[src/hdl/rv_params.svh]
`ifndef RV_PARAMS_SVH
`define RV_PARAMS_SVH

//////////////////////////////////////////////////////////////////////
// Core widths, all fixed by RV32I
//////////////////////////////////////////////////////////////////////

// Data and address word
`define RV_XLEN 32

// Integer register file
`define RV_REG_COUNT  32  // x0 to x31
`define RV_REG_ADDR_W 5   // rs1, rs2, rd field width

//////////////////////////////////////////////////////////////////////
// Reset state
//////////////////////////////////////////////////////////////////////

// First fetch address after RST
`define RV_RESET_PC 32'h0000_0000

`endif

[src/hdl/rv_ctrl_pkg.sv]
package rv_ctrl_pkg;

  // ALU operation codes
  typedef enum logic [2:0] {
    ALU_ADD = 3'b000,
    ALU_SUB = 3'b001,
    ALU_AND = 3'b010,
    ALU_OR  = 3'b011,
    ALU_SLT = 3'b101   // Signed compare, result is 0 or 1
  } alu_op_t;

  // Immediate format select for the extend unit
  typedef enum logic [1:0] {
    IMM_I = 2'b00,
    IMM_S = 2'b01,
    IMM_B = 2'b10,
    IMM_J = 2'b11
  } imm_sel_t;

  // Register write-back source
  typedef enum logic [1:0] {
    RES_ALU = 2'b00,  // ALU result
    RES_MEM = 2'b01,  // Load data
    RES_PC4 = 2'b10   // Link address for JAL
  } result_sel_t;

  //////////////////////////////////////////////////////////////////////
  // Control word, control unit to datapath
  //////////////////////////////////////////////////////////////////////

  typedef struct packed {
    logic        reg_write;      // Regfile write enable
    imm_sel_t    imm_sel;        // Immediate format
    logic        alu_src_imm;    // ALU B from immediate
    logic        mem_write;      // Data memory write strobe
    result_sel_t result_sel;     // Write-back mux select
    logic        pc_src_target;  // Next PC is PC + imm
    alu_op_t     alu_op;         // ALU operation
  } ctrl_t;

  // Internal ALU decode classes
  // CLS_ADD for address math
  // CLS_SUB for BEQ compare
  // CLS_FUNCT decodes funct3
  typedef enum logic [1:0] {
    CLS_ADD   = 2'b00,
    CLS_SUB   = 2'b01,
    CLS_FUNCT = 2'b10
  } alu_class_t;

endpackage

[src/hdl/rv_isa_pkg.sv]
package rv_isa_pkg;

  // Major opcodes, instr[6:0]
  typedef enum logic [6:0] {
    OP_LOAD   = 7'b0000011,  // LW
    OP_STORE  = 7'b0100011,  // SW
    OP_REG    = 7'b0110011,  // R-type ALU
    OP_IMM    = 7'b0010011,  // I-type ALU
    OP_BRANCH = 7'b1100011,  // BEQ
    OP_JAL    = 7'b1101111   // JAL
  } opcode_t;

  // ALU funct3, shared by R-type and I-type
  typedef enum logic [2:0] {
    F3_ADDSUB = 3'b000,
    F3_SLT    = 3'b010,
    F3_OR     = 3'b110,
    F3_AND    = 3'b111
  } funct3_alu_t;

  //////////////////////////////////////////////////////////////////////
  // Instruction formats, MSB first
  //////////////////////////////////////////////////////////////////////

  typedef struct packed {
    logic [6:0] funct7;    // Bit 5 picks SUB
    logic [4:0] rs2;
    logic [4:0] rs1;
    logic [2:0] funct3;
    logic [4:0] rd;
    opcode_t    opcode;
  } r_fmt_t;

  typedef struct packed {
    logic [11:0] imm_11_0;
    logic [4:0]  rs1;
    logic [2:0]  funct3;
    logic [4:0]  rd;
    opcode_t     opcode;
  } i_fmt_t;

  typedef struct packed {
    logic [6:0] imm_11_5;
    logic [4:0] rs2;
    logic [4:0] rs1;
    logic [2:0] funct3;
    logic [4:0] imm_4_0;   // Sits where rd would be
    opcode_t    opcode;
  } s_fmt_t;

  typedef struct packed {
    logic       imm_12;    // Sign bit
    logic [5:0] imm_10_5;
    logic [4:0] rs2;
    logic [4:0] rs1;
    logic [2:0] funct3;
    logic [3:0] imm_4_1;
    logic       imm_11;
    opcode_t    opcode;
  } b_fmt_t;

  typedef struct packed {
    logic       imm_20;    // Sign bit
    logic [9:0] imm_10_1;
    logic       imm_11;
    logic [7:0] imm_19_12;
    logic [4:0] rd;
    opcode_t    opcode;
  } j_fmt_t;

  // One fetched word, five views
  typedef union packed {
    r_fmt_t r;  // Also the common view of opcode, rs1, rs2, rd
    i_fmt_t i;
    s_fmt_t s;
    b_fmt_t b;
    j_fmt_t j;
  } instr_t;

endpackage

[src/hdl/rv_alu.sv]
`timescale 1ns/1ps
`include "rv_params.svh"

module rv_alu (
  input  logic [`RV_XLEN-1:0] a,       // rs1
  input  logic [`RV_XLEN-1:0] b,       // rs2 or immediate
  input  rv_ctrl_pkg::alu_op_t op,
  output logic [`RV_XLEN-1:0] result,
  output logic                zero     // Result is all zeros
);

  logic                inv_b;   // Subtract mode
  logic [`RV_XLEN-1:0] b_add;   // Adder B operand
  logic [`RV_XLEN-1:0] sum;
  logic                ovf;     // Signed overflow of a + b_add
  logic                lt;      // a < b, signed

  //////////////////////////////////////////////////////////////////////
  // Shared adder
  //////////////////////////////////////////////////////////////////////

  // SUB and SLT compute a + ~b + 1
  assign inv_b = (op == rv_ctrl_pkg::ALU_SUB) || (op == rv_ctrl_pkg::ALU_SLT);
  assign b_add = inv_b ? ~b : b;
  assign sum   = a + b_add + {{(`RV_XLEN-1){1'b0}}, inv_b};

  // Same operand signs, different result sign
  assign ovf = (a[`RV_XLEN-1] ~^ b_add[`RV_XLEN-1]) & (a[`RV_XLEN-1] ^ sum[`RV_XLEN-1]);
  assign lt  = sum[`RV_XLEN-1] ^ ovf;  // True sign of a - b

  //////////////////////////////////////////////////////////////////////
  // Result select
  //////////////////////////////////////////////////////////////////////

  always_comb begin
    case (op)
      rv_ctrl_pkg::ALU_ADD: result = sum;
      rv_ctrl_pkg::ALU_SUB: result = sum;
      rv_ctrl_pkg::ALU_AND: result = a & b;
      rv_ctrl_pkg::ALU_OR:  result = a | b;
      rv_ctrl_pkg::ALU_SLT: result = {{(`RV_XLEN-1){1'b0}}, lt};
      default:              result = 'x;
    endcase
  end

  // BEQ taken when rs1 - rs2 is zero
  assign zero = (result == '0);

endmodule

[src/hdl/rv_control.sv]
`timescale 1ns/1ps

module rv_control (
  input  rv_isa_pkg::instr_t  instr,     // Current instruction
  input  logic                alu_zero,  // ALU result is zero
  output rv_ctrl_pkg::ctrl_t  ctrl       // Control word to datapath
);

  logic                     reg_write;
  rv_ctrl_pkg::imm_sel_t    imm_sel;
  logic                     alu_src_imm;
  logic                     mem_write;
  rv_ctrl_pkg::result_sel_t result_sel;
  logic                     branch;      // BEQ in flight
  logic                     jump;        // JAL in flight
  rv_ctrl_pkg::alu_class_t  alu_class;
  logic                     sub_r;       // R-type with funct7[5]
  rv_ctrl_pkg::alu_op_t     alu_op;

  //////////////////////////////////////////////////////////////////////
  // Main decoder
  //////////////////////////////////////////////////////////////////////

  always_comb begin
    // Idle values, overridden per opcode
    reg_write   = 1'b0;
    imm_sel     = rv_ctrl_pkg::IMM_I;
    alu_src_imm = 1'b0;
    mem_write   = 1'b0;
    result_sel  = rv_ctrl_pkg::RES_ALU;
    branch      = 1'b0;
    jump        = 1'b0;
    alu_class   = rv_ctrl_pkg::CLS_ADD;
    case (instr.r.opcode)
      rv_isa_pkg::OP_LOAD: begin
        reg_write   = 1'b1;
        alu_src_imm = 1'b1;                  // rs1 + imm address
        result_sel  = rv_ctrl_pkg::RES_MEM;
      end
      rv_isa_pkg::OP_STORE: begin
        imm_sel     = rv_ctrl_pkg::IMM_S;
        alu_src_imm = 1'b1;
        mem_write   = 1'b1;
      end
      rv_isa_pkg::OP_REG: begin
        reg_write   = 1'b1;
        alu_class   = rv_ctrl_pkg::CLS_FUNCT;
      end
      rv_isa_pkg::OP_IMM: begin
        reg_write   = 1'b1;
        alu_src_imm = 1'b1;
        alu_class   = rv_ctrl_pkg::CLS_FUNCT;
      end
      rv_isa_pkg::OP_BRANCH: begin
        imm_sel     = rv_ctrl_pkg::IMM_B;
        branch      = 1'b1;
        alu_class   = rv_ctrl_pkg::CLS_SUB;  // rs1 - rs2 drives zero flag
      end
      rv_isa_pkg::OP_JAL: begin
        reg_write   = 1'b1;
        imm_sel     = rv_ctrl_pkg::IMM_J;
        result_sel  = rv_ctrl_pkg::RES_PC4;  // Link register gets PC+4
        jump        = 1'b1;
      end
      default: ;                             // Unsupported, outputs don't care
    endcase
  end

  //////////////////////////////////////////////////////////////////////
  // ALU decoder
  //////////////////////////////////////////////////////////////////////

  // ADDI has no SUB form, so funct7 only counts for R-type
  assign sub_r = instr.r.funct7[5] & (instr.r.opcode == rv_isa_pkg::OP_REG);

  always_comb begin
    case (alu_class)
      rv_ctrl_pkg::CLS_ADD: alu_op = rv_ctrl_pkg::ALU_ADD;
      rv_ctrl_pkg::CLS_SUB: alu_op = rv_ctrl_pkg::ALU_SUB;
      default: begin
        case (instr.r.funct3)
          rv_isa_pkg::F3_ADDSUB: alu_op = sub_r ? rv_ctrl_pkg::ALU_SUB : rv_ctrl_pkg::ALU_ADD;
          rv_isa_pkg::F3_SLT:    alu_op = rv_ctrl_pkg::ALU_SLT;
          rv_isa_pkg::F3_OR:     alu_op = rv_ctrl_pkg::ALU_OR;
          rv_isa_pkg::F3_AND:    alu_op = rv_ctrl_pkg::ALU_AND;
          default:               alu_op = rv_ctrl_pkg::alu_op_t'('x);
        endcase
      end
    endcase
  end

  // Control word with PC source, taken BEQ or any JAL
  assign ctrl = '{
    reg_write:     reg_write,
    imm_sel:       imm_sel,
    alu_src_imm:   alu_src_imm,
    mem_write:     mem_write,
    result_sel:    result_sel,
    pc_src_target: (branch & alu_zero) | jump,
    alu_op:        alu_op
  };

endmodule

[src/hdl/rv_core.sv]
`timescale 1ns/1ps
`include "rv_params.svh"

module rv_core (
  input  logic                CLK,
  input  logic                RST,
  input  rv_isa_pkg::instr_t  instr,       // Instruction memory read data
  input  logic [`RV_XLEN-1:0] mem_rdata,   // Data memory read data
  output logic [`RV_XLEN-1:0] pc,          // Instruction memory address
  output logic [`RV_XLEN-1:0] alu_result,  // Data memory address
  output logic [`RV_XLEN-1:0] write_data,  // Data memory write data
  output logic                mem_write    // Data memory write strobe
);

  rv_ctrl_pkg::ctrl_t ctrl;
  logic               alu_zero;  // Back to control for BEQ

  //////////////////////////////////////////////////////////////////////
  // Control and datapath
  //////////////////////////////////////////////////////////////////////

  rv_control u_control (
    .instr    (instr),
    .alu_zero (alu_zero),
    .ctrl     (ctrl)
  );

  rv_datapath u_datapath (
    .CLK        (CLK),
    .RST        (RST),
    .instr      (instr),
    .ctrl       (ctrl),
    .mem_rdata  (mem_rdata),
    .pc         (pc),
    .alu_result (alu_result),
    .write_data (write_data),
    .alu_zero   (alu_zero)
  );

  assign mem_write = ctrl.mem_write;  // Unregistered, follows instr

endmodule

[src/hdl/rv_datapath.sv]
`timescale 1ns/1ps
`include "rv_params.svh"

module rv_datapath (
  input  logic                CLK,
  input  logic                RST,
  input  rv_isa_pkg::instr_t  instr,       // From instruction memory
  input  rv_ctrl_pkg::ctrl_t  ctrl,        // From control unit
  input  logic [`RV_XLEN-1:0] mem_rdata,   // Load data
  output logic [`RV_XLEN-1:0] pc,          // Fetch address
  output logic [`RV_XLEN-1:0] alu_result,  // Also data address
  output logic [`RV_XLEN-1:0] write_data,  // Store data, rs2
  output logic                alu_zero
);

  logic [`RV_XLEN-1:0] pc_plus4;
  logic [`RV_XLEN-1:0] pc_target;  // Branch or jump destination
  logic [`RV_XLEN-1:0] pc_next;
  logic [`RV_XLEN-1:0] imm_ext;
  logic [`RV_XLEN-1:0] rs1_data;
  logic [`RV_XLEN-1:0] alu_b;
  logic [`RV_XLEN-1:0] result;     // Write-back value

  //////////////////////////////////////////////////////////////////////
  // Program counter
  //////////////////////////////////////////////////////////////////////

  assign pc_plus4  = pc + `RV_XLEN'd4;
  assign pc_target = pc + imm_ext;                              // B or J offset
  assign pc_next   = ctrl.pc_src_target ? pc_target : pc_plus4;

  always_ff @(posedge CLK or posedge RST) begin
    if (RST) begin
      pc <= `RV_RESET_PC;
    end else begin
      pc <= pc_next;
    end
  end

  //////////////////////////////////////////////////////////////////////
  // Register file, immediate, ALU
  //////////////////////////////////////////////////////////////////////

  rv_regfile u_regfile (
    .CLK      (CLK),
    .rs1_addr (instr.r.rs1),
    .rs2_addr (instr.r.rs2),
    .rd_addr  (instr.r.rd),
    .rd_we    (ctrl.reg_write),
    .rd_data  (result),
    .rs1_data (rs1_data),
    .rs2_data (write_data)   // rs2 goes straight out for SW
  );

  rv_imm_extend u_imm_extend (
    .instr   (instr),
    .imm_sel (ctrl.imm_sel),
    .imm     (imm_ext)
  );

  assign alu_b = ctrl.alu_src_imm ? imm_ext : write_data;

  rv_alu u_alu (
    .a      (rs1_data),
    .b      (alu_b),
    .op     (ctrl.alu_op),
    .result (alu_result),
    .zero   (alu_zero)
  );

  // Write-back mux
  always_comb begin
    case (ctrl.result_sel)
      rv_ctrl_pkg::RES_ALU: result = alu_result;
      rv_ctrl_pkg::RES_MEM: result = mem_rdata;
      rv_ctrl_pkg::RES_PC4: result = pc_plus4;    // JAL link
      default:              result = 'x;
    endcase
  end

endmodule

[src/hdl/rv_imm_extend.sv]
`timescale 1ns/1ps
`include "rv_params.svh"

module rv_imm_extend (
  input  rv_isa_pkg::instr_t    instr,    // Fetched word
  input  rv_ctrl_pkg::imm_sel_t imm_sel,  // Format to decode
  output logic [`RV_XLEN-1:0]   imm       // Sign-extended immediate
);

  // Each format reads its own union view, sign from instr[31]
  always_comb begin
    case (imm_sel)
      rv_ctrl_pkg::IMM_I: begin
        imm = {{(`RV_XLEN-12){instr.i.imm_11_0[11]}}, instr.i.imm_11_0};
      end
      rv_ctrl_pkg::IMM_S: begin
        imm = {{(`RV_XLEN-12){instr.s.imm_11_5[6]}},
               instr.s.imm_11_5, instr.s.imm_4_0};
      end
      rv_ctrl_pkg::IMM_B: begin  // Halfword offset, bit 0 always zero
        imm = {{(`RV_XLEN-13){instr.b.imm_12}}, instr.b.imm_12, instr.b.imm_11,
               instr.b.imm_10_5, instr.b.imm_4_1, 1'b0};
      end
      rv_ctrl_pkg::IMM_J: begin  // 21-bit jump offset
        imm = {{(`RV_XLEN-21){instr.j.imm_20}}, instr.j.imm_20, instr.j.imm_19_12,
               instr.j.imm_11, instr.j.imm_10_1, 1'b0};
      end
      default: imm = 'x;
    endcase
  end

endmodule

[src/hdl/rv_regfile.sv]
`timescale 1ns/1ps
`include "rv_params.svh"

module rv_regfile (
  input  logic                      CLK,
  input  logic [`RV_REG_ADDR_W-1:0] rs1_addr,  // Read port A address
  input  logic [`RV_REG_ADDR_W-1:0] rs2_addr,  // Read port B address
  input  logic [`RV_REG_ADDR_W-1:0] rd_addr,   // Write address
  input  logic                      rd_we,     // Write enable
  input  logic [`RV_XLEN-1:0]       rd_data,   // Write data
  output logic [`RV_XLEN-1:0]       rs1_data,
  output logic [`RV_XLEN-1:0]       rs2_data
);

  // Storage, entry 0 exists but never reads back
  logic [`RV_XLEN-1:0] regs [`RV_REG_COUNT];

  //////////////////////////////////////////////////////////////////////
  // Read ports
  //////////////////////////////////////////////////////////////////////

  // Combinational, x0 hardwired to zero
  assign rs1_data = (rs1_addr == '0) ? '0 : regs[rs1_addr];
  assign rs2_data = (rs2_addr == '0) ? '0 : regs[rs2_addr];

  //////////////////////////////////////////////////////////////////////
  // Write port
  //////////////////////////////////////////////////////////////////////

  // Same edge as the PC update
  always_ff @(posedge CLK) begin
    if (rd_we) begin
      regs[rd_addr] <= rd_data;  // Writes to x0 are masked on read
    end
  end

endmodule

[config.mk]
export PLATFORM = sky130hd
export DESIGN_NAME = rv_core
export DESIGN_NICKNAME = d
export VERILOG_FILES = /design/src/hdl/rv_ctrl_pkg.sv /design/src/hdl/rv_isa_pkg.sv /design/src/hdl/rv_alu.sv /design/src/hdl/rv_control.sv /design/src/hdl/rv_core.sv /design/src/hdl/rv_datapath.sv /design/src/hdl/rv_imm_extend.sv /design/src/hdl/rv_regfile.sv
export VERILOG_INCLUDE_DIRS = /design/src /design/src/hdl
export SDC_FILE = /design/constraint.sdc
export NUM_CORES = 2
export LEC_CHECK = 0
export BUFFER_PORTS_ARGS = -buffer_cell sky130_fd_sc_hd__buf_2
export CAP_MARGIN = 20
export CELL_PAD_IN_SITES_DETAIL_PLACEMENT = 1
export CELL_PAD_IN_SITES_GLOBAL_PLACEMENT = 2
export CORE_ASPECT_RATIO = 1.2
export CORE_MARGIN = 2
export CORE_UTILIZATION = 35
export CTS_BUF_LIST = sky130_fd_sc_hd__clkbuf_16
export DETAILED_ROUTE_END_ITERATION = 6
export PLACE_DENSITY = 0.63
export REMOVE_ABC_BUFFERS = 1
export SLEW_MARGIN = 40
export SYNTH_ARGS = -nofsm -noshare
export SYNTH_HDL_FRONTEND = slang
export SYNTH_HIERARCHICAL = 1
export SYNTH_SLANG_ARGS = --single-unit
[constraint.sdc]
create_clock -name CLK -period 9.8 [get_ports CLK]
set_clock_uncertainty 0.2 [all_clocks]
set_input_delay 0.49 -clock CLK [delete_from_list [all_inputs] [get_ports CLK]]
set_output_delay 0.49 -clock CLK [all_outputs]
set_load 0.02 [all_outputs]
==> flow_metrics.tcl <==
set metrics [dict create \
    status "completed" \
    peakVddDrop_mv 0.157 \
    hold_violations 0 \
    crit_path_max_fanout 25 \
    intPower_mw 9.10 \
    yosysTopAreaCell "edfxtp_1" \
    area_growth_pct 15.7 \
    fp.dieW_microns 366 \
    cts_made_buffers 113 \
    synth_commonest_cells "1024 x edfxtp_1, 425 x mux4_2, 189 x mux2i_1" \
    stdcell_count 5895 \
    relSlewSlack_pct 34.9 \
    die-area_sq_mm 0.161 \
    drc 0 \
    multi_input_area_sq_mm 0.0226 \
    grt_start_max_net_pins 65 \
    reg2reg_slack_ps 1100 \
    post-route-period-util_pct 91.8 \
    wl_per_cell_microns 37.6 \
    slew_violations 0 \
    ys_top_cells_by_area "edfxtp_1 56%, mux4_2 17%, mux2i_1 3.4%, ha_1 1.5%, dfrtp_1 1.5%" \
    die_h_microns 439 \
    p_comb_share_pct 23.4 \
    clk_path_buf_depth 3 \
    yosysUniqueCellTypes 111 \
    routabilityCongestion 0.879 \
    switching_share_pct 31.4 \
    cp.arrival_ps 9450 \
    layout-drive-gt1-share_pct 30.7 \
    rr_worst_depth 36 \
    path_depth 38 \
    layout_min_cycle_time_ps 9000 \
    r2r_start "u_datapath/u_regfile/regs[15][4]" \
    rows 159 \
    synthFlopType "edfxtp_1" \
    cts_sinks 1056 \
    antenna_left 0 \
    synth_cells 3502 \
    postSynthAreaPerCell_sq_um 15.7 \
    power.density_mw_per_mm2 208 \
    crit_required_ps 10260 \
    final.setup.tns_ps 0 \
    maxCapViolations 0 \
    p_seq_share_pct 43.0 \
    cts_tree "built" \
    crit_end "u_datapath/pc[15]" \
    firstDrtPassIters 5 \
    finalSetupViolations 0 \
    antenna_found_initial 16 \
    holdWs_ps 159 \
    cp-startpoint "instr[23]" \
    r2r-end "u_datapath/pc[15]" \
    pin_count 163 \
    seqCellArea_sq_mm 0.0316 \
    tightest_slew_ps 977 \
    fin_nets 3834 \
    netlist_area_sq_mm 0.0551 \
    synth-seq-cells 1056 \
    synth.top_cell.area_share_pct 55.8 \
    initial_core_util_pct 35.3 \
    ys_seq_area_share_pct 57.2 \
    critPathMaxStageDelay_ps 690 \
    yosysMostFrequentCell "edfxtp_1" \
    endpoint_kind "flip-flop" \
    coreArea_sq_mm 0.156 \
    grt_use_total_pct 27.2 \
    path_delay_family "simple AND/OR/NAND/NOR gates" \
    hp-class "input pin to async pin" \
    crit_path_start_kind "input pin" \
    fin_ws_ps 804 \
    cts_setup_buffers 0 \
    grt_pass1_wl_microns 306000 \
    post-dp-hpwl_microns 145000 \
    io_buffers 162 \
    crit_top_cell "buf_4" \
    layout.filler_cells 15600 \
    finalWirelength_microns 222000 \
    clkTransAtPathRegs_ps 70 \
    drt_iter0_markers 4060 \
    synthArstFlopShare_pct 3.03 \
    power.leakage_nw 21.3 \
    yosys_warnings 6 \
    vias_per_cell 6.28 \
    ctsRootBufferMaster "clkbuf_16" \
    cts-htree-levels 3 \
    num_vias 37000 \
    power_mw 13.3 \
    slowest_stage "or3b_4" \
    overflow 0 \
    synth_edf_count 1024 \
    clk_latency_ps 780 \
    switchingPower_mw 4.17 \
    critPathKind "input pin to flip-flop" \
    dp_slack_ps 161 \
    critical_path_buf_inv_count 6 \
    dp.cells 5671 \
    clockPowerShare_pct 33.5 \
    rsz0062_at_grt "no" \
    grt_pass1_vias 38100 \
    fmax_mhz 111 \
]
==> registers in the layout, indices dropped and copies added (netlist names) <==
register	count
u_datapath/u_regfile/regs	1024
u_datapath/pc	32
==> placed cells by master, fill, tap and decap left out, types with 19 or more instances in the layout <==
master	instances
a211oi_1	53
mux2_2	44
nor3_1	45
nand4_1	22
nor2_1	75
nor2_4	33
a22o_1	63
xnor2_1	64
and3_1	21
o22ai_1	55
o21ai_0	40
clkinv_1	24
a21o_1	23
o221ai_1	32
xor2_1	30
maj3_1	28
nand2_1	172
a2111oi_0	34
buf_2	156
a211o_1	25
inv_1	72
nand3_1	45
buf_4	157
edfxtp_1	1024
mux2i_1	189
mux2_1	19
a221oi_1	27
dfrtp_1	32
clkbuf_16	115
a21oi_1	130
mux4_2	425
ha_1	64
a22oi_1	35
buf_12	24
==> cell families (layout without fill, tap and decap cells) <==
group | count (synthesis) | count (layout) | share of synthesized area [%]
multiplexers | 677 | 677 | 22.1
XOR/XNOR | 96 | 96 | 1.55
flip-flops | 1056 | 1056 | 57.2
adder cells (fa/ha/maj) | 97 | 97 | 2.12
other | 0 | 4 | 0
AO/OA/AOI/OAI | 682 | 682 | 8.91
buffers and inverters | 341 | 637 | 2.97
AND/OR/NAND/NOR | 553 | 553 | 5.14
==> metal layers <==
metal	GRT usage [%]	share of wire, %	vias to the layer above
met1	36.0	41	20200
met2	45.4	48	1563
li1	-	-	15000
met4	10.4	3.9	0
met3	3.80	6.6	338
met5	0	0	-
==> per-stage QoR <==
| stage | area, sq um | util [%] |
|---|---|---|
| 2_1_floorplan | 53700 | - |
| 3_3_place_gp | 59400 | 38.0 |
| 3_5_place_dp | 59900 | 38.3 |
| 4_1_cts | 63700 | 40.7 |
| 5_1_grt | 63800 | 40.8 |
| 6_report | 63800 | 40.8 |
==> power by group through the flow <==
stage / clock [mW] / combinational (mW) / sequential, mW
finish: 4.45 / 3.11 / 5.71
global route: 4.66 / 3.32 / 5.72
CTS: 4.52 / 3.08 / 5.72
detailed placement: 0 / 3.07 / 5.81
global placement: 0 / 3.01 / 5.82
floorplan: 0 / 1.57 / 5.87
==> final cells by class <==
type                       count  share of cell area, %
antenna                        4                 0.0157
tap                         2093                   4.11
multi-input combinational   2105                   35.5
clock buffer                 115                   4.51
timing repair buffer         370                   4.65
inverter                      53                  0.320
clock inverter                99                   1.44
sequential                  1056                   49.5
==> worst register-to-register path: cells and delay by family (launching register included) <==
family                   cells  cell delay (ps)
AO/OA/AOI/OAI               11             2430
flip-flops                   1              380
multiplexers                 2              760
XOR/XNOR                     1              130
AND/OR/NAND/NOR             16             2960
adder cells (fa/ha/maj)      2              860
buffers and inverters        4              830
==> repair_timing <==
action	CTS	global route
resized for setup	0	0
hold buffers	1	0
hold endpoints to repair	32	0
==> worst min path at each step <==
stage / slack, ps / end
4_1_cts: 110 / u_datapath/pc[6]
6_report: 160 / u_datapath/pc[6]
3_5_place_dp: 420 / u_datapath/pc[0]
3_3_place_gp: 410 / u_datapath/pc[0]
2_1_floorplan: 410 / u_datapath/pc[0]
5_1_grt: 170 / u_datapath/pc[6]
Power figures use the tool's default switching activity.
